File: config.mk
export PLATFORM = sky130hd
export DESIGN_NAME = prbs_bist_top
export DESIGN_NICKNAME = d
export VERILOG_FILES = /design/src/design/prbs_bist_pkg.sv /design/src/design/prbs_bist_top.sv /design/src/design/prbs_checker.sv /design/src/design/prbs_ctrl.sv /design/src/design/shifter_lfsr.sv
export SDC_FILE = /design/constraint.sdc
export NUM_CORES = 1
export LEC_CHECK = 0
export ABC_AREA = 0
export BUFFER_PORTS_ARGS = -buffer_cell sky130_fd_sc_hd__buf_2
export CAP_MARGIN = 40
export CORE_MARGIN = 4
export CORE_UTILIZATION = 29
export DETAILED_ROUTE_END_ITERATION = 10
export PLACE_DENSITY_LB_ADDON = 0.05
export SYNTH_ARGS = -nofsm -noshare
export SYNTH_HDL_FRONTEND = slang
export SYNTH_SLANG_ARGS = --single-unit
export TNS_END_PERCENT = 100
File: constraint.sdc
create_clock -name i_clk -period 7.71 [get_ports i_clk]
set_clock_uncertainty 0.05 [all_clocks]
set_input_delay 0.3855 -clock i_clk [delete_from_list [all_inputs] [get_ports i_clk]]
set_output_delay 0.3855 -clock i_clk [all_outputs]
set_load 0.01 [all_outputs]
File: src/design/prbs_bist_pkg.sv
`default_nettype none

package prbs_bist_pkg;

    ////////////////////
    // widths

    localparam int LFSR_W = 16;  // link word and lfsr width
    localparam int TAP_W  = 5;   // bits per tap position, 0 = unused
    localparam int TAP_N  = 4;   // tap positions per command
    localparam int CNT_W  = 16;  // counts and word indices

    // first_err value when the run was clean
    localparam logic [CNT_W-1:0] NO_ERR = '1;

    ////////////////////
    // command and result

    typedef enum logic {
        MODE_RUN    = 1'b0,  // send exactly count words
        MODE_PERIOD = 1'b1   // stop at first return to seed, or at count
    } bist_mode_e;

    // host -> engine
    typedef struct packed {
        bist_mode_e             mode;
        logic [LFSR_W-1:0]      seed;
        logic [TAP_N*TAP_W-1:0] taps;   // tap 0 in the low bits
        logic [CNT_W-1:0]       count;  // words to send, upper bound in period mode
    } test_cmd_t;

    // engine -> host
    typedef struct packed {
        logic             wrapped;    // generator came back to the seed
        logic [CNT_W-1:0] steps;      // words actually sent
        logic [CNT_W-1:0] err_count;  // mismatching rx words
        logic [CNT_W-1:0] first_err;  // index of first mismatch or NO_ERR
    } test_result_t;

endpackage : prbs_bist_pkg

`default_nettype wire

File: src/design/prbs_bist_top.sv
`default_nettype none

// bist engine with controller, generator lfsr and loopback checker
module prbs_bist_top (
    input  wire logic                             i_clk,
    input  wire logic                             i_rst_n,
    // command port
    input  wire logic                             i_cmd_req,
    input  wire prbs_bist_pkg::test_cmd_t         i_cmd,
    output logic                                  o_cmd_ack,
    // result port
    output logic                                  o_res_req,
    input  wire logic                             i_res_ack,
    output prbs_bist_pkg::test_result_t           o_res,
    // link
    output logic                                  o_tx_valid,
    output logic [prbs_bist_pkg::LFSR_W-1:0]      o_tx_data,
    input  wire logic [prbs_bist_pkg::LFSR_W-1:0] i_rx_data
);
    import prbs_bist_pkg::*;

    ////////////////////
    // internal wires

    logic                   lfsr_en;     // step or load for both lfsrs
    logic                   lfsr_load;   // seed load for both lfsrs
    logic [LFSR_W-1:0]      seed;
    logic [TAP_N*TAP_W-1:0] taps;
    logic [LFSR_W-1:0]      gen_state;   // current tx word
    logic                   gen_done;    // generator at seed
    logic [CNT_W-1:0]       err_count;
    logic [CNT_W-1:0]       first_err;

    prbs_ctrl u_ctrl (
        .i_clk       (i_clk),
        .i_rst_n     (i_rst_n),
        .i_cmd_req   (i_cmd_req),
        .i_cmd       (i_cmd),
        .o_cmd_ack   (o_cmd_ack),
        .o_res_req   (o_res_req),
        .i_res_ack   (i_res_ack),
        .o_res       (o_res),
        .o_lfsr_en   (lfsr_en),
        .o_lfsr_load (lfsr_load),
        .o_seed      (seed),
        .o_taps      (taps),
        .i_gen_state (gen_state),
        .i_gen_done  (gen_done),
        .i_err_count (err_count),
        .i_first_err (first_err),
        .o_tx_valid  (o_tx_valid),
        .o_tx_data   (o_tx_data)
    );

    // generator lfsr drives the tx words
    shifter_lfsr #(
        .WIDTH           (LFSR_W),
        .TAP_INDEX_WIDTH (TAP_W),
        .TAP_COUNT       (TAP_N)
    ) u_gen_lfsr (
        .i_clk        (i_clk),
        .i_rst_n      (i_rst_n),
        .i_enable     (lfsr_en),
        .i_seed_load  (lfsr_load),
        .i_seed_data  (seed),
        .i_taps       (taps),
        .o_lfsr_out   (gen_state),
        .ow_lfsr_done (gen_done)
    );

    prbs_checker u_chk (
        .i_clk       (i_clk),
        .i_rst_n     (i_rst_n),
        .i_load      (lfsr_load),
        .i_valid     (o_tx_valid),   // rx sampled together with tx valid
        .i_seed      (seed),
        .i_taps      (taps),
        .i_rx_data   (i_rx_data),
        .o_err_count (err_count),
        .o_first_err (first_err)
    );

endmodule : prbs_bist_top

`default_nettype wire

File: src/design/prbs_checker.sv
`default_nettype none

// predicts rx words with its own lfsr and counts mismatches
module prbs_checker (
    input  wire logic                                        i_clk,
    input  wire logic                                        i_rst_n,
    input  wire logic                                        i_load,     // seed load and count clear
    input  wire logic                                        i_valid,    // rx word present
    input  wire logic [prbs_bist_pkg::LFSR_W-1:0]            i_seed,
    input  wire logic [prbs_bist_pkg::TAP_N*prbs_bist_pkg::TAP_W-1:0] i_taps,
    input  wire logic [prbs_bist_pkg::LFSR_W-1:0]            i_rx_data,
    output logic      [prbs_bist_pkg::CNT_W-1:0]             o_err_count,
    output logic      [prbs_bist_pkg::CNT_W-1:0]             o_first_err
);
    import prbs_bist_pkg::*;

    logic [LFSR_W-1:0] w_expect;    // predicted word
    logic [CNT_W-1:0]  r_idx;       // index of current rx word
    logic              w_mismatch;

    ////////////////////
    // reference sequence

    // steps in lockstep with the generator lfsr
    shifter_lfsr #(
        .WIDTH           (LFSR_W),
        .TAP_INDEX_WIDTH (TAP_W),
        .TAP_COUNT       (TAP_N)
    ) ref_lfsr (
        .i_clk        (i_clk),
        .i_rst_n      (i_rst_n),
        .i_enable     (i_load || i_valid),
        .i_seed_load  (i_load),
        .i_seed_data  (i_seed),
        .i_taps       (i_taps),
        .o_lfsr_out   (w_expect),
        .ow_lfsr_done ()              // wrap is tracked on the generator side
    );

    assign w_mismatch = i_valid && (i_rx_data != w_expect);

    ////////////////////
    // counters

    always_ff @(posedge i_clk or negedge i_rst_n) begin
        if (!i_rst_n) begin
            r_idx       <= '0;
            o_err_count <= '0;
            o_first_err <= NO_ERR;
        end else if (i_load) begin
            r_idx       <= '0;      // new run
            o_err_count <= '0;
            o_first_err <= NO_ERR;
        end else if (i_valid) begin
            r_idx <= r_idx + 1'b1;
            if (w_mismatch) begin
                o_err_count <= o_err_count + 1'b1;
                if (o_err_count == '0) o_first_err <= r_idx;        // keep only first
            end
        end
    end

endmodule : prbs_checker

`default_nettype wire

File: src/design/prbs_ctrl.sv
`default_nettype none

// run sequencing for one bist command, both four-phase ports
module prbs_ctrl (
    input  wire logic                                        i_clk,
    input  wire logic                                        i_rst_n,
    // command port, host is requester
    input  wire logic                                        i_cmd_req,
    input  wire prbs_bist_pkg::test_cmd_t                    i_cmd,
    output logic                                             o_cmd_ack,
    // result port, engine is requester
    output logic                                             o_res_req,
    input  wire logic                                        i_res_ack,
    output prbs_bist_pkg::test_result_t                      o_res,
    // generator and checker lfsr control
    output logic                                             o_lfsr_en,
    output logic                                             o_lfsr_load,
    output logic [prbs_bist_pkg::LFSR_W-1:0]                 o_seed,
    output logic [prbs_bist_pkg::TAP_N*prbs_bist_pkg::TAP_W-1:0] o_taps,
    input  wire logic [prbs_bist_pkg::LFSR_W-1:0]            i_gen_state,
    input  wire logic                                        i_gen_done,
    // checker status
    input  wire logic [prbs_bist_pkg::CNT_W-1:0]             i_err_count,
    input  wire logic [prbs_bist_pkg::CNT_W-1:0]             i_first_err,
    // link
    output logic                                             o_tx_valid,
    output logic [prbs_bist_pkg::LFSR_W-1:0]                 o_tx_data
);
    import prbs_bist_pkg::*;

    typedef enum logic [2:0] {
        IDLE,    // waiting for a command
        ACK,     // result done, waiting for host to drop cmd req
        LOAD,    // both lfsrs take the seed
        RUN,     // one word per cycle
        RESULT,  // res req high, waiting for ack
        REL      // waiting for ack to drop
    } state_e;

    state_e           r_state;
    test_cmd_t        r_cmd;        // latched command, held for whole run
    logic [CNT_W-1:0] r_cnt;        // words sent so far
    logic [CNT_W-1:0] w_cnt_nxt;
    logic             r_res_req;
    logic             w_period;
    logic             w_wrap_stop;  // generator back at seed, this word not sent
    logic             w_last_word;  // current word reaches count

    ////////////////////
    // stop conditions

    assign w_period  = (r_cmd.mode == MODE_PERIOD);
    assign w_cnt_nxt = r_cnt + 1'b1;

    // word 0 is the seed itself, so only k >= 1 counts as a wrap
    assign w_wrap_stop = (r_state == RUN) && w_period && (r_cnt != '0) && i_gen_done;
    assign w_last_word = (w_cnt_nxt == r_cmd.count);

    ////////////////////
    // fsm

    always_ff @(posedge i_clk or negedge i_rst_n) begin
        if (!i_rst_n) begin
            r_state   <= IDLE;
            r_cmd     <= '0;
            r_cnt     <= '0;
            r_res_req <= 1'b0;
            o_cmd_ack <= 1'b0;
        end else begin
            // ack falls once the host has let go of req
            if (o_cmd_ack && !i_cmd_req) begin
                o_cmd_ack <= 1'b0;
            end

            case (r_state)
                IDLE: begin
                    if (i_cmd_req && !o_cmd_ack) begin
                        r_cmd     <= i_cmd;  // cycle 0
                        r_cnt     <= '0;
                        o_cmd_ack <= 1'b1;
                        r_state   <= LOAD;
                    end
                end
                LOAD: begin
                    if (r_cmd.count == '0) begin
                        r_res_req <= 1'b1;   // nothing to send
                        r_state   <= RESULT;
                    end else begin
                        r_state <= RUN;
                    end
                end
                RUN: begin
                    if (w_wrap_stop) begin
                        r_res_req <= 1'b1;   // req already shown combinationally
                        r_state   <= RESULT;
                    end else begin
                        r_cnt <= w_cnt_nxt;
                        if (w_last_word) begin
                            r_res_req <= 1'b1;
                            r_state   <= RESULT;
                        end
                    end
                end
                RESULT: begin
                    if (i_res_ack) begin
                        r_res_req <= 1'b0;
                        r_state   <= REL;
                    end
                end
                REL: begin
                    if (!i_res_ack) begin
                        r_state <= o_cmd_ack ? ACK : IDLE;
                    end
                end
                ACK: begin
                    if (!o_cmd_ack) r_state <= IDLE;  // cmd handshake back to zero
                end
                default: r_state <= IDLE;
            endcase
        end
    end

    ////////////////////
    // outputs

    assign o_tx_valid  = (r_state == RUN) && !w_wrap_stop;
    assign o_tx_data   = i_gen_state;                 // word k = state after k steps
    assign o_lfsr_load = (r_state == LOAD);
    assign o_lfsr_en   = o_lfsr_load || o_tx_valid;   // step once per sent word
    assign o_seed      = r_cmd.seed;
    assign o_taps      = r_cmd.taps;

    // wrap case raises req in the cycle right after the last word
    assign o_res_req = r_res_req || w_wrap_stop;

    // generator is frozen after the run, so done stays valid here
    always_comb begin
        o_res.wrapped   = w_period && (r_cnt != '0) && i_gen_done;
        o_res.steps     = r_cnt;
        o_res.err_count = i_err_count;
        o_res.first_err = i_first_err;
    end

endmodule : prbs_ctrl

`default_nettype wire

File: src/design/shifter_lfsr.sv
`default_nettype none

// shift-left lfsr, xnor feedback into bit 0, taps given at runtime
module shifter_lfsr #(
    parameter int WIDTH           = 16,  // state width
    parameter int TAP_INDEX_WIDTH = 5,   // bits per tap position
    parameter int TAP_COUNT       = 4    // number of tap positions
) (
    input  wire logic                                   i_clk,
    input  wire logic                                   i_rst_n,
    input  wire logic                                   i_enable,     // step or load
    input  wire logic                                   i_seed_load,  // take seed instead
    input  wire logic [WIDTH-1:0]                       i_seed_data,
    input  wire logic [TAP_COUNT*TAP_INDEX_WIDTH-1:0]   i_taps,       // tap 0 in low bits
    output logic      [WIDTH-1:0]                       o_lfsr_out,
    output logic                                        ow_lfsr_done  // state == seed
);
    localparam int TIW = TAP_INDEX_WIDTH;

    logic [WIDTH-1:0] w_mask;      // one bit per tapped position
    logic [WIDTH-1:0] r_lfsr;
    logic             w_feedback;

    ////////////////////
    // tap decode

    always_comb begin
        logic [TIW-1:0] pos;
        w_mask = '0;
        for (int i = 0; i < TAP_COUNT; i++) begin
            pos = i_taps[i*TIW +: TIW];
            // position p selects bit p-1, 0 and out of range ignored
            if ((pos != '0) && (int'(pos) <= WIDTH)) begin
                w_mask[int'(pos) - 1] = 1'b1;
            end
        end
    end

    assign w_feedback = ~^(r_lfsr & w_mask);  // xnor of tapped bits

    ////////////////////
    // state

    always_ff @(posedge i_clk or negedge i_rst_n) begin
        if (!i_rst_n) begin
            r_lfsr <= '0;
        end else if (i_enable) begin
            if (i_seed_load) begin
                r_lfsr <= i_seed_data;
            end else begin
                r_lfsr <= {r_lfsr[WIDTH-2:0], w_feedback};  // shift left
            end
        end
    end

    assign o_lfsr_out   = r_lfsr;
    assign ow_lfsr_done = (r_lfsr == i_seed_data);  // combinational wrap flag

endmodule : shifter_lfsr

`default_nettype wire

==> results_tabular.tex, run 1 <==
\begin{tabular}{lr}
\hline
Metric & Value \\
\hline
\multicolumn{2}{l}{\textbf{Outcome}} \\
Outcome & completed \\
\multicolumn{2}{l}{\textbf{Global routing}} \\
Initial antenna violation count & 0 \\
Global-route wire length before repair & 40.13 mm \\
Leftover overflow at the end of global routing & 0 \\
Global-route total usage across every layer & 0.1643 \\
Maximum number of pins on one net before global-route repair & 84 \\
Vias in the first global route & 6788 \\
\multicolumn{2}{l}{\textbf{Logic synthesis}} \\
Synth Area per Inst & 10.47 µm² \\
Async SR Flop Fraction & 1.000 \\
Main area contributors after synthesis & sky130\_fd\_sc\_hd\_\_dfrtp\_1 (41\%), sky130\_fd\_sc\_hd\_\_mux2\_2 (7.1\%), sky130\_fd\_sc\_hd\_\_xor2\_1 (6.0\%) \\
Syn Nets & 876 \\
Distinct cells, synth & 57 \\
Cell with the most instances after synthesis & sky130\_fd\_sc\_hd\_\_dfrtp\_1 \\
Area share of the leading cell type in the synthesized netlist & 0.4133 \\
Most area-hungry cell type in the Yosys netlist & sky130\_fd\_sc\_hd\_\_dfrtp\_1 \\
Seq cells post-synth & $\sim$150 \\
Top\_reg\_cell synth & sky130\_fd\_sc\_hd\_\_dfrtp\_1 \\
Netlist Area Pre-Place & 8356 µm² \\
Most frequent cells after synthesis & sky130\_fd\_sc\_hd\_\_dfrtp\_1 (138), sky130\_fd\_sc\_hd\_\_nand2\_1 (59), sky130\_fd\_sc\_hd\_\_xor2\_1 (57), sky130\_fd\_sc\_hd\_\_xnor2\_1 (56), sky130\_fd\_sc\_hd\_\_mux2\_2 (53) \\
Sequential-to-total area share from yosys stat & 0.4636 \\
Yosys synthesis warning count & 0 \\
Syn Inst Count & 798 \\
Number of synthesized flops with an enable pin & 0 \\
\multicolumn{2}{l}{\textbf{Clocking}} \\
TritonCTS buffer count & 17 \\
Number of buffers on the longest clock path & 2 \\
Clock latency on the worst-skew pair & 0.44 ns \\
Clock transition at the register clock pins on the worst setup and hold paths after CTS & 0.08 ns \\
TritonCTS sink count & around 150 \\
Number of instances resized during post-cts repair & 0 \\
H-tree lvl count & 4 \\
CTS Hold Buffers Added & 1 \\
Root buf cell & sky130\_fd\_sc\_hd\_\_clkbuf\_16 \\
Clock tree from TritonCTS & yes \\
Number of setup buffers added after CTS & 0 \\
\multicolumn{2}{l}{\textbf{Floorplanning}} \\
Core outline area & 28090 µm² \\
I/O pins & 141 \\
Chip Width & 177.7 µm \\
Effective utilization at floorplan & 0.2975 \\
Die Span Y & 177.7 µm \\
Die area & 31590 µm² \\
FP Rows & 61 \\
\multicolumn{2}{l}{\textbf{Timing}} \\
Time the worst path needs with I/O delays and setup & 3.094 ns \\
Relative max-transition margin & 0.4768 \\
Endpoints failing hold & 0 \\
Fmax & between 300 and 400 MHz \\
Final number of max-transition violations & 0 \\
Worst slew pin tran & 0.7848 ns \\
Setup repair after global routing missed its margin & false \\
Final clock period utilization by the worst path & 0.4013 \\
Setup TNS after final layout & 0 ns \\
\# setup viols final & 0 \\
\multicolumn{2}{l}{\textbf{Finish}} \\
Area occupied by registers & 3874 µm² \\
Multi-input gate area & 4305 µm² \\
Number of nets in the finished design & 1014 \\
Filler cells & $\sim$3k \\
Area growth from synthesis to layout & 20.80\% \\
Ratio of cells with drive above 1 in the final layout & 0.2845 \\
Antenna Diode Count & 0 \\
Non-Filler Instances & 1327 \\
\multicolumn{2}{l}{\textbf{Route}} \\
Remaining design rule violation count & 0 \\
Average wire per standard cell & about 20 µm \\
Vias/cell & 4.978 \\
Detail Route Antenna Nets & 0 \\
Wire length after detailed routing & 25.89 mm \\
Length of the first detailed-routing pass in iterations & 6 \\
DR vias & 6606 \\
Iter 0 DRT Violations & 376 \\
\multicolumn{2}{l}{\textbf{Min path}} \\
Worst hold start & i\_cmd[49] \\
Worst hold-check path type & in2reg \\
\multicolumn{2}{l}{\textbf{Power}} \\
PD cells & 376.9 nW/µm² \\
VDD IR-drop max & between 0.0001 and 0.00015 V \\
Leakage power summed over all cells & between 4 and 5 nW \\
Power, Total & between 3 and 4 mW \\
\multicolumn{2}{l}{\textbf{Placed design}} \\
Post-detailed-placement half-perimeter wirelength & 18.83 mm \\
Routability congestion estimate from global placement & 0.8556 \\
Count of input and output buffers & 140 \\
DP Cell Count & roughly 1.3k \\
\multicolumn{2}{l}{\textbf{Setup path}} \\
FF-to-FF Start & u\_ctrl.r\_cnt[9]\$\_DFFE\_PN0P\_ \\
Startpoint Class & flop \\
Critical setup path kind & reg2reg \\
Worst Path Required & 7.99 ns \\
Peak fanout along the critical path & 21 \\
Crit path capture type & flop \\
Worst EP arrival & 3.37 ns \\
Start point of the critical path & u\_ctrl.r\_cnt[9]\$\_DFFE\_PN0P\_ \\
\multicolumn{2}{l}{\textbf{Flow run}} \\
Max cap viols & 0 \\
\hline
\end{tabular}
## cell usage in the layout, fill, tap and decap left out, types with 16 or more instances in the layout
| master | synthesis | layout |
|---|---|---|
| sky130_fd_sc_hd__mux2i_1 | 17 | 17 |
| sky130_fd_sc_hd__o21ai_1 | 27 | 27 |
| sky130_fd_sc_hd__clkbuf_16 | 0 | 17 |
| sky130_fd_sc_hd__mux2_2 | 53 | 53 |
| sky130_fd_sc_hd__o22ai_1 | 30 | 30 |
| sky130_fd_sc_hd__nand2_1 | 59 | 59 |
| sky130_fd_sc_hd__a221o_1 | 30 | 30 |
| sky130_fd_sc_hd__nor4_1 | 23 | 23 |
| sky130_fd_sc_hd__nor2_1 | 47 | 47 |
| sky130_fd_sc_hd__xnor2_1 | 56 | 56 |
| sky130_fd_sc_hd__nand3_1 | 18 | 18 |
| sky130_fd_sc_hd__and3_1 | 29 | 29 |
| sky130_fd_sc_hd__xor2_1 | 57 | 57 |
| sky130_fd_sc_hd__o21ai_0 | 40 | 40 |
| sky130_fd_sc_hd__dfstp_2 | 16 | 16 |
| sky130_fd_sc_hd__dfrtp_1 | 138 | 138 |
| sky130_fd_sc_hd__buf_2 | 10 | 139 |
## kinds of logic (layout without fill, tap and decap cells)
| logic type | after synthesis | after routing | synth area share |
|---|---|---|---|
| fa+ha+maj | 5 | 5 | 0.007487 |
| flops | 154 | 154 | 0.4636 |
| mux | 70 | 70 | 0.09179 |
| xor+xnor | 114 | 114 | 0.1204 |
| buf+inv | 42 | 193 | 0.02216 |
| compound gates | 159 | 159 | 0.1283 |
| simple gates | 254 | 254 | 0.1662 |
## state kept, by name, summed over array words and instances, names as in the netlist
| register | count |
|---|---|
| u_ctrl.o_cmd_ack | 1 |
| u_gen_lfsr.o_lfsr_out | 16 |
| u_chk.o_first_err | 16 |
| u_chk.r_idx | 16 |
| u_ctrl.r_res_req | 1 |
| u_ctrl.o_taps | 20 |
| u_ctrl.o_seed | 16 |
| u_ctrl.r_cmd | 16 |
| u_ctrl.r_cnt | 16 |
| u_ctrl.w_period | 1 |
| u_chk.o_err_count | 16 |
| u_chk.ref_lfsr.o_lfsr_out | 16 |
| u_ctrl.r_state | 3 |
## worst paths after layout
path,to,slack [ns],cells after the start
setup reg to reg,u_chk.o_first_err[15]$_DFFE_PN1P_,4.62,9
setup / recovery,u_chk.o_first_err[15]$_DFFE_PN1P_,4.62,9
hold reg to reg,u_chk.o_first_err[15]$_DFFE_PN1P_,0.48,2
min in group asynchronous,u_ctrl.r_cmd[11]$_DFFE_PN0P_,0.28,2
max in group asynchronous,u_chk.o_first_err[0]$_DFFE_PN1P_,6.43,4
hold / removal,u_ctrl.o_seed[13]$_DFFE_PN0P_,0.12,2
## critical path, cell delays in order, from the launching register on
cell	delay [ns]
sky130_fd_sc_hd__dfrtp_1	0.47
sky130_fd_sc_hd__nor4_1	0.45
sky130_fd_sc_hd__nand4_1	0.25
sky130_fd_sc_hd__nand4_1	0.23
sky130_fd_sc_hd__o31ai_4	0.10
sky130_fd_sc_hd__inv_2	0.37
sky130_fd_sc_hd__nand2_2	0.18
sky130_fd_sc_hd__nor2_4	0.56
sky130_fd_sc_hd__mux2i_1	0.25
sky130_fd_sc_hd__nand2_1	0.07
## final cells by class
type                    instances  area share
multi-input cells             602      0.4266
flip-flops and latches        154      0.3838
repair buffers                151     0.08293
well taps                     378     0.04686
clock buffers                  18     0.04252
clock inverters                14     0.01364
inverters                      10    0.003719
## per-layer routing
layer	vias up	part of all wire	wire length, µm	global-route usage
li1	3193	-	-	-
met1	3226	0.47	12090	0.2213
met2	164	0.48	12410	0.2731
met3	23	0.040	1048	0.03238
met4	0	0.013	342	0.03899
met5	-	0	0	0
## power breakdown
part / internal [mW] / leakage (nW) / switching [mW]
Clock: 0.452 / 0.266 / 0.383
Combinational: 0.706 / 2.23 / 0.756
Sequential: 1.11 / 1.93 / 0.394
Total: 2.27 / 4.42 / 1.53
## stage by stage
| step | cell area (µm²) | hold slack, ns | util | setup WS, ns |
|---|---|---|---|---|
| detailed placement | 9517 | 0.1537 | 0.3388 | 4.558 |
| finish | 10090 | 0.1204 | 0.3594 | 4.616 |
| floorplan | 8356 | 0.03991 | - | 5.165 |
| CTS | 10090 | 0.1134 | 0.3594 | 4.546 |
| global placement | 9449 | 0.4592 | 0.3364 | 4.199 |
| global route | 10090 | 0.1103 | 0.3594 | 4.298 |
(Power assumes the default switching activity.)
==> run 2, diff against run 1 <==
--- a/config.mk
+++ b/config.mk
@@ -5,7 +5,7 @@
 export SDC_FILE = /design/constraint.sdc
 export NUM_CORES = 1
 export LEC_CHECK = 0
-export ABC_AREA = 0
+export ABC_AREA = 1
 export BUFFER_PORTS_ARGS = -buffer_cell sky130_fd_sc_hd__buf_2
 export CAP_MARGIN = 40
 export CORE_MARGIN = 4
==> constraint.sdc (replaced) <==
create_clock -name i_clk -period 2.6 [get_ports i_clk]
set_clock_uncertainty 0.05 [all_clocks]
set_input_delay 0.13 -clock i_clk [delete_from_list [all_inputs] [get_ports i_clk]]
set_output_delay 0.13 -clock i_clk [all_outputs]
set_load 0.01 [all_outputs]
==> run 2 against run 1 <==
- worst hold slack worse by 0.026 ns
- first-iteration DRC count is 39% higher
- sequential power increased to 2.9 times the previous value
- cell count rose by 61%
- synthesized cell count up 84%
- sequential share of layout area down 7.9 points
- via count increased by 55%
- die area rose by 20%
- clock power rose to 3.0 times the previous value
- critical path depth unchanged
- routed wire length is 38% higher
- critical endpoint is now o_tx_valid
- highest routed layer unchanged
==> results_tabular.tex, run 2 <==
\begin{tabular}{lr}
\hline
Metric & Value \\
\hline
\multicolumn{2}{l}{\textbf{Placed design}} \\
Post-detailed-placement half-perimeter wirelength & 27.60 mm (+47\%) \\
Routability congestion estimate from global placement & 0.8500 (-0.65\%) \\
Count of input and output buffers & 140 (unchanged) \\
Total placed instance area & 11480 µm² (+21\%) \\
\multicolumn{2}{l}{\textbf{Finish}} \\
Final instance area & 12730 µm² (+26\%) \\
Most used cells in the layout excluding fill and tap cells & sky130\_fd\_sc\_hd\_\_nand2\_1 (421), sky130\_fd\_sc\_hd\_\_inv\_1 (197), sky130\_fd\_sc\_hd\_\_nor2\_1 (162) \\
Ratio of cells with drive above 1 in the final layout & 0.1617 (-0.1228) \\
Flip-flop count of the largest register after layout & 20 (unchanged) \\
Number of nets in the finished design & 1753 (+73\%) \\
Antenna Diode Count & 0 (unchanged) \\
Most common cell after layout, fill and taps aside & sky130\_fd\_sc\_hd\_\_nand2\_1 \\
Area growth from synthesis to layout & 25.88\% \\
\multicolumn{2}{l}{\textbf{Logic synthesis}} \\
Most frequent cells after synthesis & sky130\_fd\_sc\_hd\_\_nand2\_1 (423), sky130\_fd\_sc\_hd\_\_inv\_1 (197), sky130\_fd\_sc\_hd\_\_nor2\_1 (165), sky130\_fd\_sc\_hd\_\_dfrtp\_1 (138), sky130\_fd\_sc\_hd\_\_nand3\_1 (93) \\
Area share of the leading cell type in the synthesized netlist & 0.3414 (-0.07188) \\
Cell with the most instances after synthesis & sky130\_fd\_sc\_hd\_\_nand2\_1 \\
Main area contributors after synthesis & sky130\_fd\_sc\_hd\_\_dfrtp\_1 (34\%), sky130\_fd\_sc\_hd\_\_nand2\_1 (16\%), sky130\_fd\_sc\_hd\_\_inv\_1 (7.3\%) \\
Syn Inst Count & 1470 (+84\%) \\
Seq cells post-synth & 154 (unchanged) \\
Yosys synthesis warning count & 0 (unchanged) \\
Async SR Flop Fraction & 1.000 (unchanged) \\
Synth Area per Inst & 6.881 µm² (-34\%) \\
Distinct cells, synth & 42 (-26\%) \\
Syn Nets & 1548 (+77\%) \\
Sequential-to-total area share from yosys stat & 0.3830 (-0.08063) \\
Most area-hungry cell type in the Yosys netlist & sky130\_fd\_sc\_hd\_\_dfrtp\_1 \\
Number of synthesized flops with an enable pin & 0 (unchanged) \\
Top\_reg\_cell synth & sky130\_fd\_sc\_hd\_\_dfrtp\_1 \\
Netlist Area Pre-Place & 10110 µm² (+21\%) \\
\multicolumn{2}{l}{\textbf{Setup path}} \\
Cells on worst reg2reg path & 15 (+6) \\
R2r setup slk & 0.19 ns (-4.43 ns) \\
Crit path capture type & primary output \\
Startpoint Class & flop \\
Peak fanout along the critical path & 15 (-29\%) \\
Worst EP arrival & 2.29 ns (-1.08 ns) \\
Worst Path Required & 2.42 ns (-5.57 ns) \\
Critical path capture point & o\_tx\_valid \\
Critical setup path kind & reg2out \\
Critical R2R Capture & u\_chk.ref\_lfsr.o\_lfsr\_out[0]\$\_DFFE\_PN0P\_ \\
FF-to-FF Start & u\_ctrl.o\_taps[2]\$\_DFFE\_PN0P\_ \\
Start point of the critical path & u\_gen\_lfsr.o\_lfsr\_out[9]\$\_DFFE\_PN0P\_ \\
\multicolumn{2}{l}{\textbf{Power}} \\
VDD IR-drop max & 0.0005937 V (+370\%) \\
Cell-internal power & 7.196 mW (+220\%) \\
PD cells & 1091 nW/µm² (+190\%) \\
Clock share of power & 0.180 (-0.040) \\
Net switching power of the design & 6.691 mW (+340\%) \\
Leakage power summed over all cells & 6.404 nW (+45\%) \\
Power share of the sequential group & 0.321 (-0.075) \\
Net switching fraction of the power & 0.4818 (+0.07899) \\
Combinational share of power & 0.499 (+0.115) \\
\multicolumn{2}{l}{\textbf{Timing}} \\
Worst slew pin tran & 0.7007 ns (-0.08408 ns) \\
Final number of max-transition violations & 0 (unchanged) \\
Setup repair after global routing missed its margin & true \\
Fmax & 405.6 MHz \\
Setup TNS after final layout & 0 ns (unchanged) \\
\# setup viols final & 0 (unchanged) \\
Endpoints failing hold & 0 (unchanged) \\
Time the worst path needs with I/O delays and setup & approximately 2.5 ns \\
Final clock period utilization by the worst path & 0.9483 \\
Relative max-transition margin & 0.5285 (+0.05174) \\
\multicolumn{2}{l}{\textbf{Global routing}} \\
Maximum number of pins on one net before global-route repair & 58 (-31\%) \\
Initial antenna violation count & 0 (unchanged) \\
Global-route wire length before repair & 57.15 mm (+42\%) \\
Vias in the first global route & 10.23k (+51\%) \\
Global-route total usage across every layer & 0.1885 (+0.02417) \\
Leftover overflow at the end of global routing & 0 (unchanged) \\
\multicolumn{2}{l}{\textbf{Route}} \\
Length of the first detailed-routing pass in iterations & 5 (-1) \\
Iter 0 DRT Violations & 523 (+39\%) \\
Average wire per standard cell & 16.63 µm (-15\%) \\
DR vias & 10.24k (+55\%) \\
Detail Route Antenna Nets & 0 (unchanged) \\
Remaining design rule violation count & 0 (unchanged) \\
Vias/cell & 4.776 (-4.1\%) \\
Wire length after detailed routing & 35.64 mm (+38\%) \\
\multicolumn{2}{l}{\textbf{Floorplanning}} \\
Die area & 37930 µm² (+20\%) \\
Effective utilization at floorplan & 0.2935 (-0.003951) \\
Die Span Y & 194.8 µm (+9.6\%) \\
Core outline area & 34460 µm² (+23\%) \\
FP Rows & 68 (+11\%) \\
I/O pins & 141 (unchanged) \\
Chip Width & 194.8 µm (+9.6\%) \\
\multicolumn{2}{l}{\textbf{Clocking}} \\
Clock tree from TritonCTS & yes \\
TritonCTS sink count & 154 (unchanged) \\
H-tree lvl count & 4 (unchanged) \\
Number of buffers on the longest clock path & 2 (unchanged) \\
TritonCTS buffer count & 17 (unchanged) \\
Root buf cell & sky130\_fd\_sc\_hd\_\_clkbuf\_16 \\
Clock transition at the register clock pins on the worst setup and hold paths after CTS & 0.07 ns (about the same) \\
Clock latency on the worst-skew pair & 0.44 ns (about the same) \\
\multicolumn{2}{l}{\textbf{Outcome}} \\
Outcome & completed \\
\multicolumn{2}{l}{\textbf{Flow run}} \\
Max cap viols & 0 (unchanged) \\
\multicolumn{2}{l}{\textbf{Min path}} \\
Worst hold-check path type & in2reg \\
\hline
\end{tabular}
[run 2: cell count changes after synthesis, moves of 29 or more]
cell	delta
sky130_fd_sc_hd__and3_1	-29
sky130_fd_sc_hd__nand2_1	+364
sky130_fd_sc_hd__nor2_1	+118
sky130_fd_sc_hd__nand3_1	+75
sky130_fd_sc_hd__o211ai_1	+39
sky130_fd_sc_hd__xnor2_1	-49
sky130_fd_sc_hd__a221o_1	-30
sky130_fd_sc_hd__nand4_1	+54
sky130_fd_sc_hd__mux2_2	-48
sky130_fd_sc_hd__a21oi_1	+55
sky130_fd_sc_hd__inv_1	+188
[run 2: area by class of cell]
class / count / area, µm²
clock inverter: 10 / 116.4
clock buffer: 22 / 444.2
tap: 455 / 569.3
timing repair buffer: 238 / 1660
sequential: 154 / 3884
fill: 3771 / 21730
inverter: 200 / 753.2
multi-input combinational: 1064 / 5305
[run 2: kinds of logic (layout without fill, tap and decap cells)]
family,count (synthesis),after routing,synth area share
buffers and inverters,252,470,0.1009
xor gates and xnor gates,51,51,0.04688
muxes,5,5,0.005566
and+or+nand+nor,815,815,0.3482
adders and majority gates,5,5,0.006185
AOI/OAI and AO/OA,188,188,0.1092
DFF,154,154,0.3830
[run 2: stage by stage]
step	instances	worst slack (ns)	util	total power [mW]	hold slack [ns]
2_1_floorplan	1470	0.5866	-	8.763	-0.2156
3_3_place_gp	2050	0.08775	0.3330	11.21	0.04990
3_5_place_dp	2050	0.1046	0.3330	11.23	0.04615
4_1_cts	2138	0.01576	0.3670	13.94	0.06671
5_1_grt	2143	-0.001015	0.3695	15.13	0.1096
6_report	2143	0.1344	0.3695	13.89	0.09457
[run 2: power by group through the flow]
stage	Combinational (mW)	Clock, mW	Sequential [mW]
2_1_floorplan	4.62	0	4.14
3_3_place_gp	6.72	0	4.49
3_5_place_dp	6.74	0	4.49
4_1_cts	6.90	2.58	4.46
5_1_grt	7.82	2.68	4.62
6_report	6.93	2.50	4.45
[run 2: what timing repair did]
action	4_1_cts	5_1_grt
gates cloned	0	1
gates resized for setup	11	13
hold buffers	55	0
setup buffers	1	4
hold endpoints to repair	156	0
endpoints found under the setup margin	1	35
pin swaps	1	6
[run 2: how the worst min path moves through the flow]
stage	from	end	cells past startpoint	slack [ns]
after CTS	i_res_ack	u_ctrl.r_state[1]$_DFFE_PN0P_	3	0.07
after global placement	i_rst_n	u_chk.r_idx[4]$_DFFE_PN0P_	1	0.05
after global routing	i_res_ack	u_ctrl.r_state[1]$_DFFE_PN0P_	3	0.11
after floorplan	i_rst_n	u_chk.o_err_count[0]$_DFFE_PN0P_	0	-0.22
after detailed placement	i_rst_n	u_chk.r_idx[7]$_DFFE_PN0P_	1	0.05
final	i_res_ack	u_ctrl.r_state[1]$_DFFE_PN0P_	3	0.09
[run 2: worst max-delay path, stage by stage (launching register included)]
cell	delay, ns
sky130_fd_sc_hd__dfrtp_1	0.42
sky130_fd_sc_hd__inv_1	0.19
sky130_fd_sc_hd__or2_2	0.17
sky130_fd_sc_hd__nand3_1	0.10
sky130_fd_sc_hd__nor4_2	0.32
sky130_fd_sc_hd__nand4_4	0.15
sky130_fd_sc_hd__nand2_4	0.10
sky130_fd_sc_hd__inv_4	0.08
sky130_fd_sc_hd__buf_12	0.16
sky130_fd_sc_hd__buf_2	0.15
[run 2: layer usage]
| layer | GRT usage | vias up | wire, µm |
|---|---|---|---|
| li1 | - | 5210 | - |
| met1 | 0.2716 | 4772 | 17640 |
| met2 | 0.2977 | 224 | 15980 |
| met3 | 0.02964 | 29 | 1449 |
| met4 | 0.04551 | 0 | 560 |
| met5 | 0 | - | 0 |
